$ cat src/logic/nbody_calc_pkg.sv
`default_nettype none

package nbody_calc_pkg;

    // Signed fixed-point body data
    parameter int DATA_WIDTH = 64;

    // Each pair term is scaled down by this before summing
    parameter int FORCE_SHIFT = 8;

    // Pair issue to velocity write
    parameter int PAIR_LATENCY = 5;

    typedef enum logic [1:0] {
        PH_IDLE,
        PH_ACCEL,
        PH_DRAIN,
        PH_POS
    } phase_e;

endpackage

`default_nettype wire

$ cat src/logic/nbody_sequencer.sv
`default_nettype none

module nbody_sequencer #(
    parameter int BODIES = 512,
    localparam int BODY_ADDR_WIDTH = $clog2(BODIES)
) (
    input  wire                                   clk,
    input  wire                                   rst,
    input  wire                                   go_i,
    input  wire [BODY_ADDR_WIDTH:0]               n_bodies_i,
    input  wire [BODY_ADDR_WIDTH-1:0]             gap_i,
    input  wire [BODY_ADDR_WIDTH-1:0]             bus_body_addr_i,
    input  wire [nbody_calc_pkg::DATA_WIDTH-1:0]  wr_word_i,
    input  wire                                   wr_x_i,
    input  wire                                   wr_y_i,
    input  wire [nbody_calc_pkg::DATA_WIDTH-1:0]  x_b_i,
    input  wire [nbody_calc_pkg::DATA_WIDTH-1:0]  y_b_i,
    input  wire [nbody_calc_pkg::DATA_WIDTH-1:0]  vx_b_i,
    input  wire [nbody_calc_pkg::DATA_WIDTH-1:0]  vy_b_i,
    output nbody_calc_pkg::phase_e                phase_o,
    output logic                                  run_done_o,
    output logic [BODY_ADDR_WIDTH-1:0]            addr_a_o,
    output logic [BODY_ADDR_WIDTH-1:0]            addr_b_o,
    output logic [nbody_calc_pkg::DATA_WIDTH-1:0] x_data_o,
    output logic [nbody_calc_pkg::DATA_WIDTH-1:0] y_data_o,
    output logic                                  x_we_o,
    output logic                                  y_we_o,
    output logic [BODY_ADDR_WIDTH-1:0]            v_rd_addr_o,
    output logic                                  pair_valid_o,
    output logic                                  pair_last_o,
    output logic [BODY_ADDR_WIDTH-1:0]            body_i_o
);
    import nbody_calc_pkg::*;

    localparam int DRAIN_WIDTH = $clog2(PAIR_LATENCY);

    phase_e                     phase_q;
    logic [BODY_ADDR_WIDTH-1:0] i_q;
    logic [BODY_ADDR_WIDTH-1:0] j_q;
    logic [DRAIN_WIDTH-1:0]     drain_q;
    logic [BODY_ADDR_WIDTH:0]   k_q;
    logic [BODY_ADDR_WIDTH:0]   k_wr;
    logic [BODY_ADDR_WIDTH-1:0] step_q;
    logic [BODY_ADDR_WIDTH-1:0] last_idx;
    logic [BODY_ADDR_WIDTH-1:0] last_step;
    logic                       last_pair;
    logic                       drain_end;
    logic                       pos_end;
    logic                       pos_wr;

    assign last_idx  = n_bodies_i[BODY_ADDR_WIDTH-1:0] - 1'b1;
    // GAP of zero still runs a single step
    assign last_step = (gap_i == '0) ? '0 : gap_i - 1'b1;
    assign last_pair = i_q == last_idx && j_q == last_idx;
    assign drain_end = drain_q == DRAIN_WIDTH'(PAIR_LATENCY - 1);

    // Position phase reads k at t and writes it back at t + 1
    assign pos_end = k_q == n_bodies_i + 1'b1;
    assign pos_wr  = phase_q == PH_POS && k_q != '0 && k_q <= n_bodies_i;
    assign k_wr    = k_q - 1'b1;

    assign run_done_o   = phase_q == PH_POS && pos_end && step_q == last_step;
    assign pair_valid_o = phase_q == PH_ACCEL;
    assign pair_last_o  = j_q == last_idx;
    assign body_i_o     = i_q;
    assign phase_o      = phase_q;

    always_ff @(posedge clk or posedge rst) begin
        if (rst) begin
            phase_q <= PH_IDLE;
            i_q     <= '0;
            j_q     <= '0;
            drain_q <= '0;
            k_q     <= '0;
            step_q  <= '0;
        end else if (!go_i) begin
            phase_q <= PH_IDLE;
        end else begin
            case (phase_q)
                PH_IDLE: begin
                    phase_q <= PH_ACCEL;
                    i_q     <= '0;
                    j_q     <= '0;
                    step_q  <= '0;
                end
                PH_ACCEL: begin
                    if (last_pair) begin
                        phase_q <= PH_DRAIN;
                        drain_q <= '0;
                    end else if (j_q == last_idx) begin
                        j_q <= '0;
                        i_q <= i_q + 1'b1;
                    end else begin
                        j_q <= j_q + 1'b1;
                    end
                end
                PH_DRAIN: begin
                    drain_q <= drain_q + 1'b1;
                    if (drain_end) begin
                        phase_q <= PH_POS;
                        k_q     <= '0;
                    end
                end
                PH_POS: begin
                    k_q <= k_q + 1'b1;
                    if (run_done_o) begin
                        phase_q <= PH_IDLE;
                    end else if (pos_end) begin
                        phase_q <= PH_ACCEL;
                        step_q  <= step_q + 1'b1;
                        i_q     <= '0;
                        j_q     <= '0;
                    end
                end
                default: phase_q <= PH_IDLE;
            endcase
        end
    end

    // Port a carries body i, port b body j; the bus owns port a at rest
    always_comb begin
        addr_a_o    = i_q;
        addr_b_o    = j_q;
        v_rd_addr_o = i_q;
        x_data_o    = x_b_i + vx_b_i;
        y_data_o    = y_b_i + vy_b_i;
        x_we_o      = 1'b0;
        y_we_o      = 1'b0;
        case (phase_q)
            PH_IDLE: begin
                addr_a_o    = bus_body_addr_i;
                addr_b_o    = bus_body_addr_i;
                v_rd_addr_o = bus_body_addr_i;
                x_data_o    = wr_word_i;
                y_data_o    = wr_word_i;
                x_we_o      = wr_x_i;
                y_we_o      = wr_y_i;
            end
            PH_POS: begin
                addr_a_o    = k_wr[BODY_ADDR_WIDTH-1:0];
                addr_b_o    = k_q[BODY_ADDR_WIDTH-1:0];
                v_rd_addr_o = k_q[BODY_ADDR_WIDTH-1:0];
                x_we_o      = pos_wr;
                y_we_o      = pos_wr;
            end
            default: ;
        endcase
    end

endmodule

`default_nettype wire

$ cat config.mk
export PLATFORM = sky130hd
export DESIGN_NAME = nbody_sequencer
export DESIGN_NICKNAME = d
export VERILOG_FILES = /design/src/logic/nbody_calc_pkg.sv /design/src/logic/nbody_sequencer.sv
export SDC_FILE = /design/constraint.sdc
export NUM_CORES = 1
export LEC_CHECK = 0
export ABC_AREA = 1
export ABC_CLOCK_PERIOD_IN_PS = 2500
export BUFFER_PORTS_ARGS = -buffer_cell sky130_fd_sc_hd__buf_2
export CORE_AREA = 2 2 203 205
export CTS_CLUSTER_DIAMETER = 40
export DETAILED_ROUTE_END_ITERATION = 8
export DIE_AREA = 0 0 205 207
export SYNTH_ARGS = -nofsm -noshare
export SYNTH_HDL_FRONTEND = slang
export SYNTH_SLANG_ARGS = --single-unit
$ cat constraint.sdc
create_clock -name clk -period 2.5 [get_ports clk]
set_input_delay 0.125 -clock clk [delete_from_list [all_inputs] [get_ports clk]]
set_output_delay 0.125 -clock clk [all_outputs]
set_load 0.05 [all_outputs]
== Yosys cells after proc, flatten, opt, wreduce, memory -nomap -nowiden ==
Cells that the tools add are included.

* Bits of input ports: 353
* Bits in registers: 42
* Word-level logic and storage cells: 82
* Output and inout port bits: 171

* Magnitude comparators: 1
* Reductions and logical operators: 18
* Multiplexer cells: 29
* Add/subtract/negate cells: 11
* Equality and inequality tests: 17

{| class="wikitable"
|+ Operators with widths
! kind !! number
|-
| 64-bit adder || 2
|-
| 64-bit 2-to-1 mux || 2
|-
| 9-bit 2-to-1 mux || 9
|-
| 9-bit one-hot mux with 2 select lines || 4
|-
| 9-bit one-hot mux with 3 select lines || 2
|-
| 9-bit by 1-bit adder with 9-bit output (second input constant) || 3
|-
| 9-bit == test || 3
|-
| 9-bit by 1-bit subtractor with 9-bit output (second input constant) || 3
|-
| 10-bit by 1-bit adder with 10-bit output (second input constant) || 2
|-
| 10-bit one-hot mux with 2 select lines || 1
|-
| 10-bit == test || 1
|-
| 10-bit less-or-equal comparator || 1
|-
| 10-bit 2-to-1 mux || 1
|-
| 2-bit 2-to-1 mux || 5
|-
| 10-bit nonzero test || 1
|-
| 9-bit logical NOT || 1
|-
| 3-bit AND reduction || 3
|-
| 2-bit inequality test (second input constant) || 4
|-
| 2-bit one-hot mux with 4 select lines || 1
|-
| 3-bit one-hot mux with 2 select lines || 1
|-
| 6-bit AND reduction || 1
|-
| 2-bit nonzero test || 3
|-
| 1-bit logical AND || 5
|-
| 5-bit AND reduction || 1
|-
| other kinds (13) || 16
|}

== Logic depth before layout (Yosys ltp) ==
Gate-level depths: netlist of the first run.

* Depth in word-level cells: 7
* Gate-level depth with buffers: 18
* Depth with buffers taken out: 18

== Worst setup path before layout of the first run ==
OpenSTA, ideal clock, no wires.

* Path kind: input -> output
* Start point: input port y_b_i[0] (netlist name)
* End point: output port y_data_o[62] (netlist name)
* Arrival: 2905 ps
* Data required time: 2375 ps
* Stages: 14
* Slack: -530 ps
* Cells stage by stage: ha_1 -> inv_1 -> fa_1 -> inv_1 -> nand3_1 -> nand2_1 -> a21boi_0 -> o21ai_0 -> nand2_1 -> nand2_1 -> nand3_1 -> nand3_1 -> nand2_1 -> o21ai_0

* Word-level cells in the longest chain between the ends: 2

{| class="wikitable"
|+ RTL lines
! element !! RTL line !! RTL
|-
| start: declaration || nbody_sequencer.sv:17 || <nowiki>input wire [nbody_calc_pkg::DATA_WIDTH-1:0] y_b_i,</nowiki>
|-
| 64-bit adder || nbody_sequencer.sv:126 || <nowiki>y_data_o = y_b_i + vy_b_i;</nowiki>
|-
| 64-bit 2-to-1 mux || nbody_sequencer.sv:129 || <nowiki>case (phase_q)</nowiki>
|-
| end: declaration || nbody_sequencer.sv:25 || <nowiki>output logic [nbody_calc_pkg::DATA_WIDTH-1:0] y_data_o,</nowiki>
|}

Every way passes these cells.

== Worst setup path after layout of the first run ==
* Start point: input port y_b_i[27] (netlist name)
* End point: output port y_data_o[42] (netlist name)

Same word-level chain as after synthesis.

==> impl_metrics.tcl, run 1 <==
set metrics [dict create \
    synthCells 2846 \
    grt_use_met1_pct 50.6 \
    timing.critical_path.mode_cell "a21oi_1" \
    synth-main-ff-cell "dfrtp_1" \
    place_area_um2 22100 \
    grt_pass1_wl_um 127000 \
    path_buf_inv 3 \
    dr.first_iter.drc_count 2269 \
    place_congestion 1.09 \
    grt_max_degree 58 \
    timing.slew.headroom_pct 56.2 \
    finalHoldViolCount 0 \
    max_stage_delay_ps 310 \
    clk_latency_ps 300 \
    final_cell_area_um2 24200 \
    hold_depth 3 \
    vias 24000 \
    seq_area_frac_synth_pct 7.00 \
    outcome "finished with violations" \
    grt_use_met3_pct 6.54 \
    core_um2 40400 \
    period_needed_ps 2500 \
    drv_slew 0 \
    clk_path_buf_depth 2 \
    clock_sink_count 42 \
    io_buffers 523 \
    synth_edf_count 0 \
    crit_chain "buf_2, ha_4, a21oi_1, o21ai_0, a21oi_1, inv_1, a21oi_1, nand3_1, a21oi_1, o21ai_0, o21ai_1, buf_4" \
    grtUsageMet2_pct 63.8 \
    p_leak_nw 12.0 \
    io_pins 524 \
    worstSetupPathType "in2out" \
    worst_slew_pin_slew_ps 653 \
    crit_path_end_kind "output pin" \
    top_usage_layer "met2" \
    r2r_start "j_q[0]" \
    startpoint "y_b_i[27]" \
    fp.dieW_um 205 \
    start_kind "input pin" \
    die_height_um 207 \
    root_buffer "clkbuf_16" \
    hold-path-endpoint "phase_o[1]" \
    reg2reg_setup_slack_ps 140 \
    async_flop_share_pct 100 \
    antenna_left 0 \
    timing.rr.end "body_i_o[6]" \
    wire_per_inst_um 20.6 \
    path_max_fanout 4 \
    grt-ovfl-total 0 \
    cts_tree "done" \
    clk_pin_slew_ps 70 \
    ys_warn_count 0 \
    nets 4296 \
    syn_nets 3353 \
    syn_area_per_cell_um2 5.28 \
    synth_area_um2 15000 \
    setup_viol 1 \
    fin_ws_ps -0.553 \
    total_power_w 0.0193 \
    post-place-ws_ps -358 \
    critPathRequiredTime_ps 2380 \
    synth_cell_types 51 \
    rows 74 \
    powerDensity_nw_per_um2 795 \
    cts_buffers 5 \
    critPathArrivalTime_ps 2380 \
    reg2reg_depth 11 \
    routed_wl_um 89100 \
    drt_pass1_iterations 6 \
    min_from "go_i" \
    grt_use_total_pct 39.0 \
    drc 0 \
    fp.dieArea_um2 42400 \
    antenna_found_initial 1 \
    critPathSlowestCell "a21oi_1" \
    synthToLayoutAreaGrowth_pct 61.4 \
    path_delay_family "compound AO/OA/AOI/OAI gates" \
    grt_pass1_vias 22800 \
    hold_path_class "in2reg" \
    final_cells 4322 \
    initial_core_util_pct 37.2 \
    max-cap-violations 0 \
    clock_skew_ps 4.79 \
    fmax_mhz 400 \
    htreeDepth 2 \
    violations "setup timing" \
    drive_gt1_share_pct 37.1 \
    grt_setup_unrepaired "true" \
    fin_crit_sh_pct 100 \
    dp_cells 4298 \
    avgViaCountPerCell 5.56 \
    ir_drop_v 0.000681 \
    dp_hpwl_um 76500 \
    synth_seq_cells 42 \
]
[timing repair]
item	CTS	global route
pin swaps	8	51
setup endpoints to repair	77	130
hold endpoints to repair	23	0
setup buffers	0	15
hold buffers	1	0
resized for setup	123	445
[sequential cells by signal, summed over array words and instances (netlist names)]
register  count
k_q          10
body_i_o      9
j_q           9
step_q        9
drain_q       3
phase_o       2
[layout by cell type (no fill, tap or decap), types with 14 or more instances in the layout]
cell,instances
xnor2_1,24
nor2_2,72
a21oi_1,193
buf_6,31
ha_2,26
nor2_1,297
nand2_2,31
o21ai_0,176
nand4_1,36
buf_12,32
nand2_1,689
a21oi_2,78
dfrtp_1,41
ha_4,40
o21ai_1,118
a21o_1,21
nor3_1,30
a31oi_1,14
buf_4,483
ha_1,86
inv_1,400
o21ai_2,53
nand3_2,23
nand3_1,171
xor2_1,18
o21bai_1,18
buf_2,428
[worst max path at each step]
stage,depth (start not counted),endpoint
final,12,y_data_o[42]
after global routing,16,x_data_o[59]
after CTS,18,y_data_o[54]
after detailed placement,18,y_data_o[62]
after global placement,18,y_data_o[62]
after floorplan,5,addr_a_o[0]
[report_power, final]
group / internal, W / switching [W] / total (W)
sequential: 0.000765 / 0.000111 / 0.000876
combinational: 0.00575 / 0.0120 / 0.0177
clock: 0.000366 / 0.000315 / 0.000681
[metrics by stage]
stage / hold slack (ps) / util (%) / setup TNS, ps
after CTS: 120 / 55.9 / -10.6
after detailed placement: 299 / 54.7 / -7870
after global routing: 152 / 60.0 / -1150
final: 125 / 60.0 / -0.553
after global placement: 294 / 54.7 / -5120
after floorplan: 368 / - / -8320
[worst min-delay path, cell delays in order]
cell and delay [ps]:
buf_2 150, nand2_1 80, nor2_1 40
[cells in the mapped netlist, types with 2 or more instances]
library cell	n	share of area (%)
nand2_1	720	18
inv_1	408	10
nor2_1	363	9.1
o21ai_0	347	12
a21oi_1	273	9.1
nand3_1	189	6.3
ha_1	152	13
dfrtp_1	42	7.0
nor3_1	41	1.4
nand4_1	36	1.5
clkbuf_1	32	0.80
xnor2_1	25	1.5
o21bai_1	22	1.1
a21o_1	21	1.0
a31oi_1	21	0.88
o22ai_1	18	0.75
xor2_1	18	1.0
nor4_1	16	0.67
nor2_2	10	0.42
or2_2	9	0.37
buf_1	7	0.18
o211ai_1	7	0.35
nand3_2	6	0.40
nor2_4	6	0.45
a211oi_1	5	0.25
a21boi_0	5	0.25
inv_2	5	0.13
nand3b_1	5	0.25
buf_6	4	0.30
nand2_2	4	0.17
o21a_1	4	0.20
buf_2	3	0.10
buf_4	2	0.10
clkinv_1	2	0.050
fa_1	2	0.27
[per-layer routing]
| metal | vias to the layer above | share of wire (%) |
|---|---|---|
| met1 | 11200 | 40 |
| met2 | 1252 | 45 |
| met3 | 221 | 9.5 |
| li1 | 11300 | - |
| met5 | - | 0 |
| met4 | 0 | 4.9 |
[logic make-up (layout without fill, tap and decap cells)]
logic type,Yosys count,count (layout),share of synthesized area [%]
other cells,0,1,0
simple gates,1413,1413,39.6
fa+ha+maj,154,154,12.9
buf+inv,464,1407,12.0
flops,42,42,7.00
xor+xnor,43,43,2.51
compound gates,730,730,26.0
[layout make-up]
cell class	count	area [µm²]
fillers	4045	16100
clock inverters	2	15.0
flip-flops and latches	42	1050
inverters	415	1560
clock buffers	5	125
diodes	1	2.50
well taps	532	666
repair buffers	985	6880
multi-input cells	2340	13900
Power figures use the tool's default switching activity.
==> inputs of run 2 (changes only) <==
--- a/config.mk
+++ b/config.mk
@@ -8,10 +8,10 @@
 export ABC_AREA = 1
 export ABC_CLOCK_PERIOD_IN_PS = 2500
 export BUFFER_PORTS_ARGS = -buffer_cell sky130_fd_sc_hd__buf_2
-export CORE_AREA = 2 2 203 205
+export CORE_AREA = 2 2 204 206
 export CTS_CLUSTER_DIAMETER = 40
 export DETAILED_ROUTE_END_ITERATION = 8
-export DIE_AREA = 0 0 205 207
+export DIE_AREA = 0 0 206 208
 export SYNTH_ARGS = -nofsm -noshare
 export SYNTH_HDL_FRONTEND = slang
 export SYNTH_SLANG_ARGS = --single-unit
==> impl_metrics.tcl, run 2 (synthesized netlist as in run 1, its figures left out) <==
set metrics [dict create \
    initial_core_util_pct 37.0 \
    timing.rr.end "j_q[3]" \
    worst_slew_pin_slew_ps 613 \
    crit_chain "buf_2, ha_1, buf_4, nand2_1, nor2_2, inv_1, nor2_2, inv_1, buf_4, nor2_1, o21ai_0, nand3b_1, xnor2_1, o21ai_1, buf_6" \
    cts_buffers 5 \
    path_buf_inv 6 \
    dr.first_iter.drc_count 2159 \
    crit_path_end_kind "output pin" \
    antenna_left 0 \
    root_buffer "clkbuf_16" \
    critPathArrivalTime_ps 2370 \
    final_common_cell "nand2_1" \
    fp.dieArea_um2 42800 \
    outcome "finished, final reports clean" \
    total_power_w 0.0191 \
    powerDensity_nw_per_um2 785 \
    cts_tree "done" \
    ir_drop_v 0.000681 \
    post-route-util_pct 60.0 \
    setup_viol 0 \
    grt_use_total_pct 38.5 \
    dp_cells 4293 \
    io_buffers 523 \
    startpoint "vx_b_i[33]" \
    cp.depth 15 \
    htreeDepth 2 \
    clock_skew_ps 9.58 \
    reg2reg_setup_slack_ps 150 \
    reg2reg_depth 13 \
    drc 0 \
    finalHoldViolCount 0 \
    grt_max_degree 52 \
    clk_path_buf_depth 2 \
    clk_pin_slew_ps 60 \
    final_cells 4319 \
    grt-ovfl-total 0 \
    final_cell_area_um2 24300 \
    top_register "k_q" \
    grt_setup_unrepaired "true" \
    synthToLayoutAreaGrowth_pct 62.1 \
    place_congestion 1.08 \
    start_kind "input pin" \
    grt_pass1_wl_um 127000 \
    rows 74 \
    avgViaCountPerCell 5.52 \
    setup.worst_path.end "x_data_o[39]" \
    r2r_start "k_q[0]" \
    grt_pass1_vias 22500 \
    max_stage_delay_ps 330 \
    max-cap-violations 0 \
    antenna_found_initial 7 \
    clock_sink_count 42 \
    wire_per_inst_um 20.6 \
    core_um2 40600 \
    drt_pass1_iterations 6 \
    place_area_um2 21900 \
    post-place-ws_ps -271 \
    nets 4291 \
    path_delay_family "buffers and inverters" \
    vias 23800 \
    dp_hpwl_um 76300 \
    fin_ws_ps 2.03 \
    routed_wl_um 88800 \
    critPathSlowestCell "ha_1" \
    fp.dieW_um 206 \
    most-common-layout-cells "nand2_1, buf_4, buf_2, inv_1, nor2_1" \
    period_needed_ps 2500 \
    drive_gt1_share_pct 38.2 \
    largest_reg_flops 10 \
    p_leak_nw 12.0 \
    io_pins 524 \
    drv_slew 0 \
    fin_crit_sh_pct 99.9 \
    fillCellCount 4117 \
    critPathRequiredTime_ps 2380 \
    worstSetupPathType "in2out" \
    fmax_mhz 400 \
    timing.slew.headroom_pct 58.7 \
    die_height_um 208 \
    path_max_fanout 3 \
    clk_latency_ps 300 \
    hold_path_class "in2reg" \
]
-- run 2: cell types whose count changed in the layout (fill, tap and decap cells not counted), moves of 6 or more --
cell	delta
nor2_4	+7
nor2_2	+6
buf_2	+10
buf_6	+6
nand2_2	+21
nand2_1	-19
buf_4	-12
buf_12	-6
nor2_1	-13
-- run 2: worst min path at each step --
stage,cells after the start,slack (ps),from,end
after floorplan,1,370,rst,body_i_o[0]
after global placement,3,290,rst,j_q[2]
after global routing,3,150,go_i,phase_o[1]
final,3,140,go_i,phase_o[1]
after detailed placement,3,310,rst,body_i_o[6]
after CTS,3,130,go_i,phase_o[1]
-- run 2: metrics by stage --
stage / setup TNS [ps] / hold WS [ps]
CTS: -0.508 / 130
global placement: -5980 / 293
detailed placement: -7260 / 312
finish: 0 / 142
floorplan: -8320 / 368
global route: -845 / 150
-- run 2: area by class of cell --
type	instances	area [µm²]	share of cell area [%]
multi-input combinational	2340	14100	58.1
tap	532	666	2.73
antenna	3	7.51	0.0308
sequential	42	1060	4.34
clock buffer	6	139	0.571
timing repair buffer	980	6740	27.7
clock inverter	1	30.0	0.123
inverter	415	1570	6.44
-- run 2: what timing repair did --
action / in CTS / in global routing
resized for setup: 142 / 467
setup endpoints to repair: 79 / 124
hold buffers: 1 / 0
pin swaps: 9 / 71
buffers inserted: 1 / 14
endpoints found under the hold margin: 7 / 0
-- run 2: layer usage --
layer / vias up / global-route usage, % / part of all wire (%)
met5: - / 0 / 0.026
met4: 4 / 14.9 / 4.2
met3: 173 / 4.31 / 8.4
met2: 1174 / 62.6 / 46
met1: 11200 / 51.8 / 41
li1: 11300 / - / -
-- run 2: worst reg2reg max path: cells and delay by family (launching register included) --
family / cells / cell delay [ps]
flops: 1 / 440
buf+inv: 2 / 280
fa+ha+maj: 1 / 300
simple gates: 8 / 990
compound gates: 2 / 220
-- run 2: power breakdown --
group	internal [W]	switching, W	total [W]	leakage [nW]
registers	0.000766	0.000146	0.000912	0.575
clock network	0.000494	0.000294	0.000788	0.0830
logic	0.00555	0.0119	0.0174	11.3
==> inputs of run 3 (changes only) <==
--- a/config.mk
+++ b/config.mk
@@ -6,12 +6,12 @@
 export NUM_CORES = 1
 export LEC_CHECK = 0
 export ABC_AREA = 1
-export ABC_CLOCK_PERIOD_IN_PS = 2500
+export ABC_CLOCK_PERIOD_IN_PS = 3100
 export BUFFER_PORTS_ARGS = -buffer_cell sky130_fd_sc_hd__buf_2
-export CORE_AREA = 2 2 204 206
+export CORE_AREA = 2 2 203 205
 export CTS_CLUSTER_DIAMETER = 40
 export DETAILED_ROUTE_END_ITERATION = 8
-export DIE_AREA = 0 0 206 208
+export DIE_AREA = 0 0 205 207
 export SYNTH_ARGS = -nofsm -noshare
 export SYNTH_HDL_FRONTEND = slang
 export SYNTH_SLANG_ARGS = --single-unit
==> constraint.sdc (replaced) <==
create_clock -name clk -period 3.1 [get_ports clk]
set_input_delay 0.155 -clock clk [delete_from_list [all_inputs] [get_ports clk]]
set_output_delay 0.155 -clock clk [all_outputs]
set_load 0.05 [all_outputs]
==> impl_metrics.tcl, run 3 (synthesized netlist as in run 1, its figures left out) <==
set metrics [dict create \
    outcome "finished with violations" \
    violations "hold timing" \
    critPathRequiredTime_ps 2940 \
    critPathArrivalTime_ps 2890 \
    final_cells 3967 \
    synthToLayoutAreaGrowth_pct 27.4 \
    clock_skew_ps 7.68 \
    r2r_start "phase_o[0]" \
    cts_setup_buffers 0 \
    tns_ps 0 \
    clk_latency_ps 300 \
    antenna_found_initial 10 \
    setup_viol 0 \
    cts_tree "done" \
    worst_slew_pin_slew_ps 701 \
    grt_pass1_vias 21700 \
    routed_wl_um 88300 \
    hold_buffers 0 \
    max-cap-violations 0 \
    largest_reg_flops 10 \
    crit_chain "buf_2, ha_1, a21oi_1, o21ai_0, a21oi_1, o21ai_0, inv_1, nand2_1, a21oi_1, o21ai_0, buf_4, o21ai_0, buf_2" \
    nets 3935 \
    grt_pass1_wl_um 128000 \
    reg2reg_depth 12 \
    rows 74 \
    place_area_um2 18900 \
    dp_cells 3953 \
    period_needed_ps 3040 \
    vias 22700 \
    clk_path_buf_depth 2 \
    grt-ovfl-total 0 \
    post-route-util_pct 47.4 \
    start_kind "input pin" \
    hold_path_class "in2async" \
    drive_gt1_share_pct 20.5 \
    fillCellCount 4616 \
    dp_hpwl_um 77700 \
    grt_setup_unrepaired "false" \
    timing.critical_path.mode_cell "o21ai_0" \
    io_buffers 523 \
    clk_pin_slew_ps 70 \
    final_cell_area_um2 19100 \
    timing.slew.headroom_pct 52.8 \
    powerDensity_nw_per_um2 671 \
    p_leak_nw 9.82 \
    total_power_w 0.0128 \
    clock_sink_count 42 \
    fp.dieArea_um2 42400 \
    regArea_um2 1050 \
    ir_drop_v 0.000716 \
    drt_pass1_iterations 6 \
    avgViaCountPerCell 5.72 \
    multiInputGateArea_um2 12200 \
    core_um2 40400 \
    initial_core_util_pct 37.2 \
    path_max_fanout 5 \
    drv_slew 0 \
    max_stage_delay_ps 390 \
    final_common_cell "nand2_1" \
    whs_ps -20.5 \
    finalHoldViolCount 15 \
    grt_max_degree 57 \
    startpoint "y_b_i[27]" \
    fp.dieW_um 205 \
    crit_path_end_kind "output pin" \
    fin_crit_sh_pct 98.2 \
    die_height_um 207 \
    io_pins 524 \
    dr.first_iter.drc_count 2462 \
    worstSetupPathType "in2out" \
    most-common-layout-cells "nand2_1, buf_2, inv_1, nor2_1, o21ai_0" \
    antenna_left 0 \
    grt_use_total_pct 39.5 \
    top_register "k_q" \
    root_buffer "clkbuf_16" \
    drc 0 \
    setup.worst_path.end "y_data_o[30]" \
    cts_buffers 5 \
    wire_per_inst_um 22.2 \
    htreeDepth 2 \
    fmax_mhz 328 \
    place_congestion 1.13 \
    timing.rr.end "k_q[9]" \
    critPathSlowestCell "ha_1" \
    reg2reg_setup_slack_ps 560 \
]
[run 3: cell count changes in the layout (fill, tap and decap cells not counted), moves of 67 or more]
cell and delta:
buf_2 +78, buf_4 -373, o21ai_0 +163, o21ai_1 -111
a21oi_1 +72, a21oi_2 -67, nor2_1 +75
[run 3: layer usage]
layer	part of all wire, %	wire length, µm	vias up	global-route usage, %
li1	-	-	10600	-
met4	5.8	5130	10	19.4
met5	0.074	65	-	0
met1	39	34000	10500	47.8
met2	47	41100	1315	67.3
met3	9.0	7920	247	6.43
[run 3: repair_timing]
| item | 4_1_cts | 5_1_grt |
|---|---|---|
| endpoints found under the setup margin | 0 | 32 |
| gates resized for setup | 0 | 33 |
| endpoints found under the hold margin | 0 | 0 |
[run 3: how the worst min path moves through the flow]
| stage | from | to | slack [ps] | cells after the start |
|---|---|---|---|---|
| final | rst | body_i_o[3] | -20 | 3 |
| after global routing | rst | body_i_o[3] | 50 | 3 |
| after CTS | rst | body_i_o[3] | 10 | 3 |
| after detailed placement | rst | body_i_o[3] | 330 | 3 |
| after global placement | rst | body_i_o[3] | 330 | 3 |
| after floorplan | rst | body_i_o[0] | 400 | 1 |
[run 3: final cells by class]
| type | instances | share of cell area, % |
|---|---|---|
| multi-input combinational | 2340 | 64.0 |
| timing repair buffer | 624 | 18.0 |
| inverter | 415 | 8.16 |
| sequential | 42 | 5.49 |
| tap | 532 | 3.48 |
| clock buffer | 5 | 0.654 |
| clock inverter | 3 | 0.131 |
| antenna | 6 | 0.0785 |
[run 3: where the power goes]
part           internal, W  switching (W)
registers         0.000616       0.000115
clock network     0.000303       0.000246
logic              0.00273        0.00884
total              0.00364        0.00920
[run 3: critical path: cells and delay by family]
family          cells  cell delay, ps
buf+inv             4             720
compound gates      7            1450
fa+ha+maj           1             390
simple gates        1             150
[run 3: per-stage QoR]
step	setup slack (ps)	hold slack, ps
final	55.7	-20.5
after global routing	1.64	51.9
after CTS	8.95	12.1
after detailed placement	13.3	328
after global placement	4.08	328
after floorplan	9.94	398
