## src/logic/nbody_bus_pkg.sv

```systemverilog
`default_nettype none

package nbody_bus_pkg;

    parameter int EXT_DATA_WIDTH = 32;
    parameter int ADDR_WIDTH     = 16;
    parameter int OPCODE_WIDTH   = 7;

    // Upper address field, body index sits below it
    typedef enum logic [OPCODE_WIDTH-1:0] {
        OP_GO       = 7'h40,
        OP_READ     = 7'h41,
        OP_N_BODIES = 7'h42,
        OP_GAP      = 7'h43,
        OP_X_LO     = 7'h44,
        OP_X_HI     = 7'h45,
        OP_Y_LO     = 7'h46,
        OP_Y_HI     = 7'h47,
        OP_M_LO     = 7'h48,
        OP_M_HI     = 7'h49,
        OP_VX_LO    = 7'h4a,
        OP_VX_HI    = 7'h4b,
        OP_VY_LO    = 7'h4c,
        OP_VY_HI    = 7'h4d,
        OP_DONE     = 7'h50,
        OP_RD_X_LO  = 7'h51,
        OP_RD_X_HI  = 7'h52,
        OP_RD_Y_LO  = 7'h53,
        OP_RD_Y_HI  = 7'h54
    } bus_op_e;

endpackage

`default_nettype wire

```

## src/logic/nbody_calc_pkg.sv

```systemverilog
`default_nettype none

package nbody_calc_pkg;

    // Signed fixed-point body data
    parameter int DATA_WIDTH = 64;

    // Each pair term is scaled down by this before summing
    parameter int FORCE_SHIFT = 8;

    // Pair issue to velocity write
    parameter int PAIR_LATENCY = 5;

    typedef enum logic [1:0] {
        PH_IDLE,
        PH_ACCEL,
        PH_DRAIN,
        PH_POS
    } phase_e;

endpackage

`default_nettype wire

```

## src/logic/nbody_regs.sv

```systemverilog
`default_nettype none

module nbody_regs #(
    parameter int BODIES = 512,
    localparam int BODY_ADDR_WIDTH = $clog2(BODIES)
) (
    input  wire                                       clk,
    input  wire                                       rst,
    input  wire                                       chipselect_i,
    input  wire                                       write_i,
    input  wire                                       read_i,
    input  wire [nbody_bus_pkg::ADDR_WIDTH-1:0]       addr_i,
    input  wire [nbody_bus_pkg::EXT_DATA_WIDTH-1:0]   writedata_i,
    input  wire                                       run_done_i,
    input  wire nbody_calc_pkg::phase_e               phase_i,
    input  wire [nbody_calc_pkg::DATA_WIDTH-1:0]      x_rd_i,
    input  wire [nbody_calc_pkg::DATA_WIDTH-1:0]      y_rd_i,
    output logic [nbody_bus_pkg::EXT_DATA_WIDTH-1:0]  readdata_o,
    output logic                                      go_o,
    output logic [BODY_ADDR_WIDTH:0]                  n_bodies_o,
    output logic [BODY_ADDR_WIDTH-1:0]                gap_o,
    output logic [BODY_ADDR_WIDTH-1:0]                bus_body_addr_o,
    output logic [nbody_calc_pkg::DATA_WIDTH-1:0]     wr_word_o,
    output logic                                      wr_x_o,
    output logic                                      wr_y_o,
    output logic                                      wr_m_o,
    output logic                                      wr_vx_o,
    output logic                                      wr_vy_o
);
    import nbody_bus_pkg::*;
    import nbody_calc_pkg::*;

    bus_op_e                   op;
    logic                      bus_wr;
    logic                      idle_wr;
    logic                      go_q;
    logic                      read_q;
    logic                      done_q;
    logic [EXT_DATA_WIDTH-1:0] stage_q;
    logic                      rd_valid_q;
    bus_op_e                   rd_op_q;

    assign op              = bus_op_e'(addr_i[ADDR_WIDTH-1 -: OPCODE_WIDTH]);
    assign bus_wr          = chipselect_i && write_i;
    assign bus_body_addr_o = addr_i[BODY_ADDR_WIDTH-1:0];

    // Engine may only start once the previous result has been collected
    assign go_o = go_q && !read_q && !done_q;

    always_ff @(posedge clk or posedge rst) begin
        if (rst) begin
            go_q       <= 1'b0;
            read_q     <= 1'b0;
            done_q     <= 1'b0;
            n_bodies_o <= '0;
            gap_o      <= '0;
            rd_valid_q <= 1'b0;
        end else begin
            rd_valid_q <= chipselect_i && read_i;
            if (bus_wr) begin
                case (op)
                    OP_GO:       go_q <= writedata_i[0];
                    OP_READ:     read_q <= writedata_i[0];
                    OP_N_BODIES: n_bodies_o <= writedata_i[BODY_ADDR_WIDTH:0];
                    OP_GAP:      gap_o <= writedata_i[BODY_ADDR_WIDTH-1:0];
                    default:     ;
                endcase
            end
            // A finishing run wins over a clear in the same cycle
            if (run_done_i) begin
                done_q <= 1'b1;
            end else if (bus_wr && op == OP_READ && writedata_i[0]) begin
                done_q <= 1'b0;
            end
        end
    end

    // Low half waits here until its high half arrives
    always_ff @(posedge clk) begin
        if (bus_wr && op inside {OP_X_LO, OP_Y_LO, OP_M_LO, OP_VX_LO, OP_VY_LO}) begin
            stage_q <= writedata_i;
        end
        rd_op_q <= op;
    end

    assign wr_word_o = {writedata_i, stage_q};
    assign idle_wr   = bus_wr && phase_i == PH_IDLE;
    assign wr_x_o    = idle_wr && op == OP_X_HI;
    assign wr_y_o    = idle_wr && op == OP_Y_HI;
    assign wr_m_o    = idle_wr && op == OP_M_HI;
    assign wr_vx_o   = idle_wr && op == OP_VX_HI;
    assign wr_vy_o   = idle_wr && op == OP_VY_HI;

    // Memory port a answers one cycle after the request
    always_comb begin
        readdata_o = '0;
        if (rd_valid_q) begin
            case (rd_op_q)
                OP_DONE:    readdata_o = {{(EXT_DATA_WIDTH-1){1'b0}}, done_q};
                OP_RD_X_LO: readdata_o = x_rd_i[EXT_DATA_WIDTH-1:0];
                OP_RD_X_HI: readdata_o = x_rd_i[DATA_WIDTH-1:EXT_DATA_WIDTH];
                OP_RD_Y_LO: readdata_o = y_rd_i[EXT_DATA_WIDTH-1:0];
                OP_RD_Y_HI: readdata_o = y_rd_i[DATA_WIDTH-1:EXT_DATA_WIDTH];
                default:    readdata_o = '1;
            endcase
        end
    end

endmodule

`default_nettype wire

```

## config.mk

```make
export PLATFORM = sky130hd
export DESIGN_NAME = nbody_regs
export DESIGN_NICKNAME = d
export VERILOG_FILES = /design/src/logic/nbody_bus_pkg.sv /design/src/logic/nbody_calc_pkg.sv /design/src/logic/nbody_regs.sv
export SDC_FILE = /design/constraint.sdc
export NUM_CORES = 1
export LEC_CHECK = 0
export ABC_AREA = 1
export BUFFER_PORTS_ARGS = -buffer_cell sky130_fd_sc_hd__buf_2
export CAP_MARGIN = 25
export CORE_AREA = 4 4 120 122
export CTS_CLUSTER_DIAMETER = 30
export DETAILED_ROUTE_END_ITERATION = 10
export DIE_AREA = 0 0 124 126
export PLACE_DENSITY = 0.73
export SETUP_SLACK_MARGIN = 0.1
export SYNTH_ARGS = -nofsm -noshare
export SYNTH_HDL_FRONTEND = slang
export SYNTH_SLANG_ARGS = --single-unit
```

## constraint.sdc

```tcl
create_clock -name clk -period 1.6 [get_ports clk]
set_clock_uncertainty 0.1 [all_clocks]
set_input_delay 0.16 -clock clk [delete_from_list [all_inputs] [get_ports clk]]
set_output_delay 0.16 -clock clk [all_outputs]
set_load 0.1 [all_outputs]
```

Word-level counts from Yosys, hierarchy flattened
Cells that the tools add are included.
W data, S select, Z words.
- output and inout port bits: 130
- flip-flop bits (word level): 62
- equal/unequal tests: 19
- mux-type cells: 4
- reduce and logical (&&, ||, !) cells: 22
- operators by type and width (operator ; count):
    $pmux W32 S5 ; 1
    $eq A7 B7 Y1 const B ; 19
    $mux W32 ; 1
    $logic_and A1 B1 Y1 ; 13
    $reduce_and A2 Y1 ; 4
    $reduce_bool A5 Y1 ; 1
    $logic_not A1 Y1 ; 2
    $logic_not A2 Y1 ; 1
    $mux W1 ; 2
    $reduce_bool A2 Y1 ; 1

Longest topological paths before layout
Gate-level depths: netlist of the first run.
- word-level depth: 5
- mapped depth: 9

Least setup slack after synthesis of the first run
No wires, ideal clock.
- path kind: input to register
- start: input addr_i[14] (netlist bit)
- end: register stage_q[0], enable pin
- required time: 0.999 ns
- setup slack: -2.494 ns
- cell stages on the path: 3
- path buffers: 0
- arrival time: 3.493 ns
- cells stage by stage: nor2_1 > nand2_1 > nor4_1
- cells in the longest elaborated chain, start to end: 3
- elaborated cells between the ends (all ways): 7
- classes of those cells: 5 x eq/ne; 2 x reduce/logical
- RTL lines (element ; line ; text):
    from (decl) ; nbody_regs.sv:12 ; input wire [nbody_bus_pkg::ADDR_WIDTH-1:0] addr_i,
    $eq A7 B7 Y1 ; nbody_regs.sv:80 ; if (bus_wr && op inside {OP_X_LO, OP_Y_LO, OP_M_LO, OP_VX_LO, OP_VY_LO}) begin
    $reduce_bool A5 Y1 (*) ; nbody_regs.sv:80 ;
    $logic_and A1 B1 Y1 (*) ; nbody_regs.sv:80 ;
    to (signal assigned) ; nbody_regs.sv:81 ; stage_q <= writedata_i;
    to (decl) ; nbody_regs.sv:39 ; logic [EXT_DATA_WIDTH-1:0] stage_q;
Mark *: on every way between the ends. The rest lies on a longest branch, timed or not.
A chain may end at the register's enable or synchronous reset.

Worst setup path in the final report of the first run
- start: register rd_op_q[6]
- end: output readdata_o[29] (netlist bit)
- cells in the longest elaborated chain, start to end: 3
- elaborated cells between the ends (all ways): 7
- classes of those cells: 5 x eq/ne; 2 x mux
- RTL lines (element ; line ; text):
    from (decl) ; nbody_regs.sv:41 ; bus_op_e rd_op_q;
    from (signal assigned) ; nbody_regs.sv:83 ; rd_op_q <= op;
    $eq A7 B7 Y1 ; nbody_regs.sv:98 ; case (rd_op_q)
    $pmux W32 S5 (*) ; nbody_regs.sv:98 ;
    $mux W32 (*) ; nbody_regs.sv:97 ; if (rd_valid_q) begin
    to (decl) ; nbody_regs.sv:18 ; output logic [nbody_bus_pkg::EXT_DATA_WIDTH-1:0] readdata_o,
Marks and branches as above.

==> results of run 1 <==
[per-layer routing]
metal | wire length, µm | up-vias | track usage (%) | share of wire (%)
li1 | - | 2335 | - | -
met1 | 6210 | 2260 | 20.5 | 35
met2 | 9200 | 268 | 35.5 | 52
met3 | 1720 | 30 | 5.87 | 9.8
met4 | 438 | 0 | 7.22 | 2.5
met5 | 0 | - | 0 | 0
[cell type report]
cell class	instances	area share (%)
Clock inverter	7	1.01
Clock buffer	9	2.80
Multi-Input combinational cell	349	31.0
Timing Repair Buffer	386	40.1
Sequential cell	62	20.9
Inverter	30	1.46
Tap cell	176	2.73
[cells in the final DEF (no fill, tap or decap), types with 17 or more instances in the layout]
master	synthesis	layout
edfxtp_1	32	32
dfrtp_1	23	23
buf_12	0	50
nand3_2	1	75
buf_2	12	240
nor2_2	4	26
nand3_1	167	92
nand2_1	70	58
o21ai_1	19	19
dlygate4sd3_1	0	41
clkbuf_4	0	17
nor2_4	1	50
buf_4	55	20
inv_1	27	23
[power groups by stage]
stage | clock network (mW) | registers (mW) | logic [mW]
6_report | 1.97 | 1.75 | 1.99
5_1_grt | 2.09 | 1.75 | 2.07
4_1_cts | 1.99 | 1.75 | 1.90
3_5_place_dp | 0 | 1.78 | 1.81
3_3_place_gp | 0 | 1.78 | 1.80
2_1_floorplan | 0 | 1.99 | 1.13
[worst max path at each step]
| stage | startpoint | endpoint | slack, ns | cells after the start |
|---|---|---|---|---|
| final | rd_op_q[6] | readdata_o[29] | -0.46 | 10 |
| after global routing | rd_op_q[6] | readdata_o[18] | -0.55 | 10 |
| after CTS | rd_op_q[6] | readdata_o[15] | -0.45 | 9 |
| after detailed placement | rd_op_q[6] | readdata_o[22] | -0.14 | 9 |
| after global placement | rd_op_q[6] | readdata_o[9] | -0.11 | 9 |
| after floorplan | chipselect_i | stage_q[0] | -0.37 | 4 |
[repair_timing]
item                                    in CTS  in global routing
hold buffers                                41                  0
gates cloned                                 1                 10
endpoints found under the setup margin      32                 54
resized for setup                           13                 63
endpoints found under the hold margin       63                  0
pin swaps                                    0                  7
setup buffers                                1                  3
[kinds of logic after synthesis]
kind of cell | count (synthesis) | share of synthesized area [%]
and+or+nand+nor | 328 | 37.9
DFF | 62 | 42.7
buffers and inverters | 106 | 16.7
AOI/OAI and AO/OA | 21 | 2.67
[stage by stage]
stage	utilization [%]	std cells	TNS, ns	power [mW]	worst slack [ns]
final	61.1	1019	-13.49	5.72	-0.462
after global routing	61.1	1019	-16.26	5.92	-0.549
after CTS	57.7	1006	-13.77	5.64	-0.450
after detailed placement	51.7	947	-3.66	3.59	-0.140
after global placement	51.7	947	-2.62	3.58	-0.108
after floorplan	-	517	-17.75	3.12	-0.371
[critical path, stage by stage, from the launching register on]
cell	delay (ns)
dfxtp_2	0.33
nand2_2	0.06
nor2_4	0.10
buf_6	0.13
clkbuf_16	0.15
clkbuf_16	0.14
nand3_1	0.10
nand2_1	0.12
nor2_2	0.06
nor2_4	0.09
buf_12	0.18
[sequential cells by signal, summed over array words and instances (netlist names)]
name and count:
done_q 1, n_bodies_o 10, stage_q 32, rd_op_q 7, read_q 1, rd_valid_q 1
go_q 1, gap_o 9
==> summary.txt, run 1 <==
Run
  – Max Cap Viol: 0

Worst setup path
  – CP Launch Type: register
  – CP required: 1.34 ns
  – Kind of critical path: reg -> out
  – Reg2reg end: done_q
  – R2R cell count: 2
  – Crit path max fanout: 7
  – CP endpoint kind: output pin
  – R2R setup slack: 0.82 ns
  – Worst R2R Start: done_q
  – Critical Path AT: around 1.8 ns

Drt
  – Avg Vias per Cell: ~4.8
  – Drt drc: 0
  – Routed len/inst: 17.2 µm
  – Via count: 4,893
  – DRT Wirelength: ~18,000 µm
  – Drt first pass iters: 4
  – Initial drt markers: approximately 230
  – Routed Antenna Nets: 0

Yosys
  – Register area share after synthesis: between 40% and 50%
  – Yosys warns: 0
  – Synth unique cells: 24
  – Synth async-reset ratio: a little under two fifths
  – Syn avg cell area: ~7.6 µm²
  – Largest cells by area after synthesis: edfxtp_1 24%, nand3_1 21%, dfrtp_1 15%, buf_4 11%, nor2_1 7.4%
  – Post-synth top cells: 167 x nand3_1, 77 x nor2_1, 70 x nand2_1
  – Post-synthesis cell count: 517
  – Yosys top cell area share: between 20 and 25%
  – Cell taking the most area after synthesis: edfxtp_1
  – Cell with the most instances after synthesis: nand3_1
  – Ys flop type: edfxtp_1
  – Mapped Nets: approximately 700
  – Post-Syn Area: ~0.0039 mm²
  – Number of flops mapped to enable cells by yosys: 32
  – Post-synthesis register bit count: a little over 60

Clock tree
  – CTS tree: built
  – CTS H-tree depth: 3
  – Worst-path clk slew: roughly 0.050 ns
  – Worst skew pair latency: 0.32 ns
  – CTS Sinks: 62
  – Clock buffer depth: 2
  – Root buffer cell: clkbuf_16
  – CTS buffer count: 9

STA
  – Setup WS post-layout: -0.462 ns
  – RSZ-0062 raised after global routing: true
  – Final Setup Violations: 32
  – Max Freq: 485 MHz
  – Slew of the pin with the lowest slew margin: about 0.51 ns
  – Fin crit share: 129%
  – Max Slew Vio Count: 0
  – Slew headroom: between 60% and 70%
  – Endpoints failing hold: 0
  – WHS: around 0.018 ns
  – Fin crit period: approximately 2.1 ns

Pwr
  – Net switching power: 2.12 mW
  – Internal: approximately 3.6 mW
  – Gate power share: between 30% and 40%
  – Sw frac: a little under two fifths
  – Clock power share: 34.5%
  – Leak Pwr: around 3.5 nW
  – Register share of total power: 30.6%
  – Worst VDD drop: approximately 1100 µV
  – P per Cell Area: ~710 mW/mm²

Finish
  – Fill cells: around 1,100
  – Layout area overhead: 105%
  – Antenna Cells: 0
  – Multi-input logic area: 0.00250 mm²
  – Register area: 0.00169 mm²
  – Fin nets: roughly 1,000
  – Share of cells above drive strength 1: between 60% and 70%
  – Layout Cell Area excl Fill: 0.00805 mm²

GRT
  – First-pass GRT wire length: between 20,000 and 25,000 µm
  – Largest net degree at the start of global routing: 33
  – Grt total ovfl: 0
  – GRT Overall Usage: 19.4%
  – Vias in the first global route: 4,817
  – Initial antenna violation count: 0

Die
  – I/O pin cnt: ~310
  – Die area: roughly 0.016 mm²
  – Initial cell density of the core: between 20% and 30%
  – Core Box Area: ~0.013 mm²
  – DIE HEIGHT: 126 µm
  – Rows: 42
  – Width of the chip: approximately 120 µm

Placed design
  – HPWL Detailed: around 12,000 µm
  – RD Place Congestion: between 0.8 and 0.9
  – Port Buf Inserts: a little under 300
  – Placed Area: 0.00682 mm²

Min path
  – HP Start: writedata_i[0]
  – Hold path depth: 1
  – Hold Path End: stage_q[0]
  – Worst hold path type: in -> reg

Status
  – Status: finished, violations left
  – Violated checks: setup timing
No activity file was read; power rests on OpenSTA's default activity.
==> run 2, diff against run 1 <==
--- a/config.mk
+++ b/config.mk
@@ -13,6 +13,7 @@
 export DETAILED_ROUTE_END_ITERATION = 10
 export DIE_AREA = 0 0 124 126
 export PLACE_DENSITY = 0.73
+export RECOVER_POWER = 100
 export SETUP_SLACK_MARGIN = 0.1
 export SYNTH_ARGS = -nofsm -noshare
 export SYNTH_HDL_FRONTEND = slang
==> run 2 against run 1 <==
Clock-buffer cell count unchanged. Largest power group is now clock. Sequential power about the same. Hold slack better by 0.025 ns. Critical endpoint unchanged. The flow still finishes with violations (setup timing). Global-route usage unchanged. Critical path depth unchanged. Sequential share of layout area up 0.37 points. Design area down 1.7%. Core utilization down 1.1 points.
==> summary.txt, run 2 (synthesis gave the netlist of run 1 again) <==
Finish
  – Commonest non-fill, non-tap cells in the layout: 145 x buf_2, 92 x nand3_1, 75 x nand3_2 (was 240 x buf_2, 92 x nand3_1, 75 x nand3_2)
  – Max reg flops: 32 (unchanged)
  – Antenna Cells: 0 (unchanged)
  – Largest register by flop count: stage_q (unchanged)
  – Share of cells above drive strength 1: 59.7% (was 64.5%)
  – Most common cell after layout, fill and taps aside: buf_2 (unchanged)
  – Fin nets: 1,022 (unchanged)
  – Top flop regs: stage_q x32, n_bodies_o x10, gap_o x9 (unchanged)
  – Multi-input logic area: 0.00246 mm² (was 0.00250 mm²)
  – Fill cells: 1,102 (was 1,058)
  – Post-layout util: 60.0% (was 61.1%)
  – Register area: 0.00169 mm² (unchanged)
  – Layout area overhead: 101% (was 105%)

Pwr
  – Clock power share: 34.7% (was 34.5%)
  – Worst VDD drop: 1050 µV (about the same)
  – Internal: 3.57 mW (was 3.60 mW)
  – Sw frac: 37.2% (was 37.1%)
  – Leak Pwr: 3.41 nW (was 3.53 nW)
  – Net switching power: 2.12 mW (about the same)
  – P per Cell Area: 719 mW/mm² (was 710 mW/mm²)
  – Register share of total power: 30.8% (was 30.6%)
  – Gate power share: 34.5% (was 34.9%)

STA
  – Final Setup Violations: 32 (unchanged)
  – Slew headroom: 59.7% (was 66.5%)
  – RSZ-0062 raised after global routing: true (unchanged)
  – Setup WS post-layout: -0.463 ns (was -0.462 ns)
  – Fin crit share: 129% (about the same)
  – Fin crit period: 2.06 ns (about the same)
  – Endpoints failing hold: 0 (unchanged)
  – Max Slew Vio Count: 0 (unchanged)
  – Max Freq: 485 MHz (about the same)
  – Slew of the pin with the lowest slew margin: 0.605 ns (was 0.507 ns)

Clock tree
  – Root buffer cell: clkbuf_16 (unchanged)
  – Clock buffer depth: 2 (unchanged)
  – CTS Sinks: 62 (unchanged)
  – Worst-path clk slew: 0.05 ns (about the same)
  – CTS H-tree depth: 3 (unchanged)
  – CTS buffer count: 9 (unchanged)
  – Worst skew pair latency: 0.32 ns (about the same)
  – CTS tree: built (unchanged)

Drt
  – Via count: 4,905 (was 4,893)
  – Drt drc: 0 (unchanged)
  – Routed Antenna Nets: 0 (unchanged)
  – Initial drt markers: 226 (was 228)
  – DRT Wirelength: 17,600 µm (about the same)
  – Drt first pass iters: 4 (unchanged)
  – Routed len/inst: 17.3 µm (was 17.2 µm)
  – Avg Vias per Cell: 4.81 (was 4.80)

Worst setup path
  – WP buf/inv: 4 (unchanged)
  – Critical Path Stages: 10 (unchanged)
  – CP required: 1.34 ns (about the same)
  – Kind of critical path: reg -> out (unchanged)
  – CP endpoint kind: output pin (unchanged)
  – Critical Path AT: 1.80 ns (about the same)
  – CP Cell Sequence: nand2_2 > nor2_4 > buf_6 > clkbuf_16 > clkbuf_16 > nand3_1 > nand2_1 > nor2_2 > nor2_4 > buf_12 (unchanged)
  – CP delay by family, top: buffers and inverters (unchanged)
  – CP Launch Type: register (unchanged)
  – Crit path max fanout: 7 (unchanged)
  – Worst path slowest cell: dfxtp_2 (unchanged)
  – R2R cell count: 2 (unchanged)
  – CP peak stage delay: 0.33 ns (about the same)

GRT
  – Vias in the first global route: 4,817 (unchanged)
  – Met2 Use GR: 35.5% (unchanged)
  – M3 GR Usage: 5.87% (unchanged)
  – First-pass GRT wire length: 24,000 µm (unchanged)
  – Initial antenna violation count: 0 (unchanged)
  – GRT Overall Usage: 19.4% (unchanged)
  – GRT busiest layer: met2 (unchanged)
  – GR Layer Usage met1: 20.5% (unchanged)
  – Grt total ovfl: 0 (unchanged)
  – Largest net degree at the start of global routing: 33 (unchanged)

Die
  – DIE HEIGHT: 126 µm (unchanged)
  – Core Box Area: 0.0132 mm² (unchanged)
  – Die area: 0.0156 mm² (unchanged)
  – I/O pin cnt: 314 (unchanged)
  – Rows: 42 (unchanged)
  – Initial cell density of the core: 29.8% (unchanged)
  – Width of the chip: 124 µm (unchanged)

Placed design
  – Port Buf Inserts: 295 (unchanged)
  – RD Place Congestion: 0.848 (unchanged)
  – Pre-CTS setup slack: -0.140 ns (unchanged)
  – HPWL Detailed: 12,400 µm (unchanged)

Min path
  – Hold path depth: 3 (was 1)
  – Worst hold path type: in -> reg (unchanged)

Status
  – Status: finished, violations left (unchanged)
  – Violated checks: setup timing (unchanged)

Run
  – Max Cap Viol: 0 (unchanged)
## run 2: changes by cell type in the layout (fill, tap and decap cells not counted), moves of 2 or more
| cell | change |
|---|---|
| clkbuf_1 | +35 |
| buf_12 | -3 |
| clkbuf_4 | -6 |
| clkbuf_2 | +72 |
| buf_2 | -95 |
| nand2_1 | +2 |
| buf_4 | -5 |
| o21ai_1 | -15 |
| o21ai_0 | +15 |
## run 2: final cells by class
class / instances / share of cell area [%]
Sequential cell: 62 / 21.3
Inverter: 30 / 1.42
Tap cell: 176 / 2.78
Timing Repair Buffer: 386 / 39.5
Clock buffer: 9 / 2.85
Clock inverter: 7 / 1.03
Multi-Input combinational cell: 349 / 31.1
## run 2: per-layer routing
metal	part of all wire, %	vias to the layer above	routed length (µm)
met5	0	-	0
met4	2.5	0	447
met3	9.6	31	1700
met2	52	260	9200
met1	36	2283	6280
li1	-	2331	-
## run 2: metrics by stage
step           hold slack [ns]  setup TNS [ns]  total power [mW]  std cells  cell area [µm²]
2_1_floorplan           0.0619          -17.75              3.12        517             4730
3_3_place_gp             0.118           -2.62              3.58        947             6820
3_5_place_dp             0.128           -3.66              3.59        947             6820
4_1_cts                0.00253          -13.77              5.64       1006             7610
5_1_grt                 0.0597          -16.28              5.89       1019             7910
6_report                0.0427          -13.52              5.69       1019             7910
## run 2: path summary, 6_finish.rpt
kind | slack (ns) | endpoint | from
worst max-delay path | -0.46 | readdata_o[29] | rd_op_q[6]
worst min-delay path | 0.04 | rd_valid_q | chipselect_i
worst max register to register | 0.77 | n_bodies_o[5] | n_bodies_o[5]
worst min register to register | 0.39 | gap_o[7] | gap_o[7]
max in group asynchronous | 0.56 | go_q | rst
min in group asynchronous | 0.45 | n_bodies_o[2] | rst
## run 2: timing repair
item	in CTS	in global routing
pin swaps	0	7
gates cloned	1	10
hold endpoints to repair	63	0
setup buffers	1	3
hold buffers	41	0
endpoints found under the setup margin	32	54
resized for setup	13	63
## run 2: worst min-delay path, cell delays in order
cell,delay (ns)
clkbuf_2,0.15
nand2_1,0.08
inv_1,0.03
## run 2: power groups by stage
stage          combinational [mW]  sequential, mW  clock [mW]
6_report                     1.96            1.75        1.98
5_1_grt                      2.04            1.76        2.09
4_1_cts                      1.90            1.75        1.99
3_5_place_dp                 1.81            1.78           0
3_3_place_gp                 1.80            1.78           0
2_1_floorplan                1.13            1.99           0
==> run 3, diff against run 2 <==
--- a/config.mk
+++ b/config.mk
@@ -12,6 +12,7 @@
 export CTS_CLUSTER_DIAMETER = 30
 export DETAILED_ROUTE_END_ITERATION = 10
 export DIE_AREA = 0 0 124 126
+export GPL_ROUTABILITY_DRIVEN = 0
 export PLACE_DENSITY = 0.73
 export RECOVER_POWER = 100
 export SETUP_SLACK_MARGIN = 0.1
==> constraint.sdc (replaced) <==
create_clock -name clk -period 2.4 [get_ports clk]
set_clock_uncertainty 0.1 [all_clocks]
set_input_delay 0.24 -clock clk [delete_from_list [all_inputs] [get_ports clk]]
set_output_delay 0.24 -clock clk [all_outputs]
set_load 0.1 [all_outputs]
==> run 3 against run 2 <==
The flow now finishes without violations. Clock-buffer cell count is 1 higher. Die area stayed put. Clock power is 36% lower. Critical path depth stayed put. Via count is 4.6% lower. First-iteration DRC count is 16% higher. Critical path type unchanged.
==> summary.txt, run 3 (synthesis gave the netlist of run 1 again) <==
Finish
  – Commonest non-fill, non-tap cells in the layout: 167 x nand3_1, 144 x buf_2, 111 x clkbuf_1 (was 145 x buf_2, 92 x nand3_1, 75 x nand3_2)
  – Layout Cell Area excl Fill: 0.00612 mm² (was 0.00791 mm²)
  – Most common cell after layout, fill and taps aside: nand3_1 (was buf_2)
  – Layout area overhead: 55.8% (was 101%)
  – Antenna Cells: 0 (unchanged)
  – Share of cells above drive strength 1: 33.3% (was 59.7%)
  – Max reg flops: 32 (unchanged)
  – Top flop regs: stage_q x32, n_bodies_o x10, gap_o x9 (unchanged)
  – Fin nets: 979 (was 1,022)
  – Largest register by flop count: stage_q (unchanged)
  – Post-layout util: 46.4% (was 60.0%)

Worst setup path
  – CP Launch Type: register (unchanged)
  – Worst path slowest cell: dfxtp_2 (unchanged)
  – CP Cell Sequence: nand2_2 > nor2_4 > buf_6 > nand2_4 > nand2_4 > buf_12 > nand3_1 > nor2_1 > nor2_2 > clkbuf_4 (was nand2_2 > nor2_4 > buf_6 > clkbuf_16 > clkbuf_16 > nand3_1 > nand2_1 > nor2_2 > nor2_4 > buf_12)
  – CP delay by family, top: simple AND/OR/NAND/NOR gates (was buffers and inverters)
  – Critical Path AT: 1.91 ns (was 1.80 ns)
  – CP endpoint kind: output pin (unchanged)
  – CP required: 2.06 ns (was 1.34 ns)
  – CP peak stage delay: 0.34 ns (was 0.33 ns)
  – Crit path max fanout: 16 (was 7)
  – Kind of critical path: reg -> out (unchanged)
  – WP buf/inv: 3 (was 4)
  – CP dominant cell by count: nand2_4

Die
  – I/O pin cnt: 314 (unchanged)
  – Core Box Area: 0.0132 mm² (unchanged)
  – Initial cell density of the core: 29.8% (unchanged)
  – Rows: 42 (unchanged)
  – Width of the chip: 124 µm (unchanged)
  – DIE HEIGHT: 126 µm (unchanged)
  – Die area: 0.0156 mm² (unchanged)

Pwr
  – Clock power share: 35.9% (was 34.7%)
  – Internal: 2.22 mW (was 3.57 mW)
  – Worst VDD drop: 810 µV (was 1050 µV)
  – Sw frac: 36.8% (was 37.2%)
  – Net switching power: 1.29 mW (was 2.12 mW)
  – Leak Pwr: 2.78 nW (was 3.41 nW)
  – Register share of total power: 33.3% (was 30.8%)
  – P per Cell Area: 572 mW/mm² (was 719 mW/mm²)
  – Gate power share: 30.8% (was 34.5%)
  – Final Power: 3.50 mW (was 5.69 mW)

Clock tree
  – CTS H-tree depth: 3 (unchanged)
  – CTS Sinks: 62 (unchanged)
  – CTS buffer count: 9 (unchanged)
  – Clock buffer depth: 2 (unchanged)
  – Worst skew pair latency: 0.32 ns (about the same)
  – CTS tree: built (unchanged)
  – Worst-path clk slew: 0.05 ns (about the same)
  – Root buffer cell: clkbuf_16 (unchanged)

Drt
  – Avg Vias per Cell: 4.80 (was 4.81)
  – Initial drt markers: 263 (was 226)
  – Via count: 4,680 (was 4,905)
  – Drt drc: 0 (unchanged)
  – DRT Wirelength: 15,700 µm (was 17,600 µm)
  – Drt first pass iters: 6 (was 4)
  – Routed len/inst: 16.1 µm (was 17.3 µm)
  – Routed Antenna Nets: 0 (unchanged)

Status
  – Status: finished clean (was finished, violations left)

GRT
  – First-pass GRT wire length: 22,700 µm (was 24,000 µm)
  – M3 GR Usage: 6.14% (was 5.87%)
  – Vias in the first global route: 4,496 (was 4,817)
  – GRT busiest layer: met2 (unchanged)
  – Largest net degree at the start of global routing: 33 (unchanged)
  – Grt total ovfl: 0 (unchanged)
  – Met2 Use GR: 33.3% (was 35.5%)
  – GR Layer Usage met1: 19.7% (was 20.5%)
  – Initial antenna violation count: 0 (unchanged)
  – GRT Overall Usage: 18.3% (was 19.4%)

Placed design
  – Placed Area: 0.00580 mm² (was 0.00682 mm²)
  – Port Buf Inserts: 295 (unchanged)
  – HPWL Detailed: 11,300 µm (was 12,400 µm)

STA
  – Total negative slack: 0 ns (was -13.52 ns)
  – Slew of the pin with the lowest slew margin: 1.22 ns (was 0.605 ns)
  – Max Freq: approximately 440 MHz
  – Max Slew Vio Count: 0 (unchanged)
  – Final Setup Violations: 0 (was 32)
  – Endpoints failing hold: 0 (unchanged)
  – Slew headroom: 19.2% (was 59.7%)
  – Fin crit share: 93.9%
  – WHS: 0.00198 ns (was 0.0427 ns)
  – RSZ-0062 raised after global routing: false (was true)
  – Fin crit period: roughly 2.3 ns

Min path
  – Worst hold path type: in -> async (was in -> reg)

Run
  – Max Cap Viol: 0 (unchanged)
run 3: changes by cell type in the layout (fill, tap and decap cells not counted), sizes merged:
cell         before  now
buf             219  183
dlygate4sd3      41   29
clkbuf          135  140
inv              32   30
clkinv            3    4
nand2            73   74
run 3: timing repair:
action	4_1_cts	5_1_grt
resized for setup	4	13
endpoints found under the setup margin	19	34
pin swaps	1	5
gates cloned	3	1
hold buffers	27	2
hold endpoints to repair	27	2
setup buffers	2	3
run 3: final timing paths:
kind | from | end | slack, ns | cells past startpoint
setup reg to reg | n_bodies_o[4] | n_bodies_o[4] | 1.57 | 2
min in group clk | writedata_i[23] | stage_q[23] | 0.04 | 1
setup / recovery | rd_op_q[6] | readdata_o[4] | 0.15 | 10
max in group asynchronous | rst | rd_valid_q | 1.64 | 2
hold reg to reg | n_bodies_o[7] | n_bodies_o[7] | 0.39 | 2
hold / removal | rst | go_q | 0.002 | 2
run 3: power by group through the flow:
stage | sequential, mW | clock [mW] | combinational (mW)
after floorplan | 1.33 | 0 | 0.696
after global placement | 1.18 | 0 | 1.10
after detailed placement | 1.18 | 0 | 1.11
after CTS | 1.16 | 1.28 | 1.16
after global routing | 1.17 | 1.33 | 1.13
final | 1.17 | 1.26 | 1.08
run 3: metrics by stage:
| stage | instances | setup WS [ns] |
|---|---|---|
| finish | 976 | 0.147 |
| global route | 976 | 0.0546 |
| CTS | 971 | 0.104 |
| detailed placement | 923 | 0.358 |
| global placement | 923 | 0.430 |
| floorplan | 517 | 0.0464 |
run 3: layer usage:
| metal | up-vias | part of all wire, % |
|---|---|---|
| met3 | 30 | 11 |
| met5 | - | 0 |
| li1 | 2244 | - |
| met1 | 2148 | 36 |
| met4 | 0 | 2.1 |
| met2 | 258 | 51 |
run 3: cell type report:
class | instances | area, µm²
timing repair buffer | 342 | 2100
tap | 176 | 220
sequential | 62 | 1680
multi-input combinational | 350 | 1720
fill | 1369 | 7070
clock inverter | 6 | 60.1
clock buffer | 10 | 229
inverter | 30 | 113
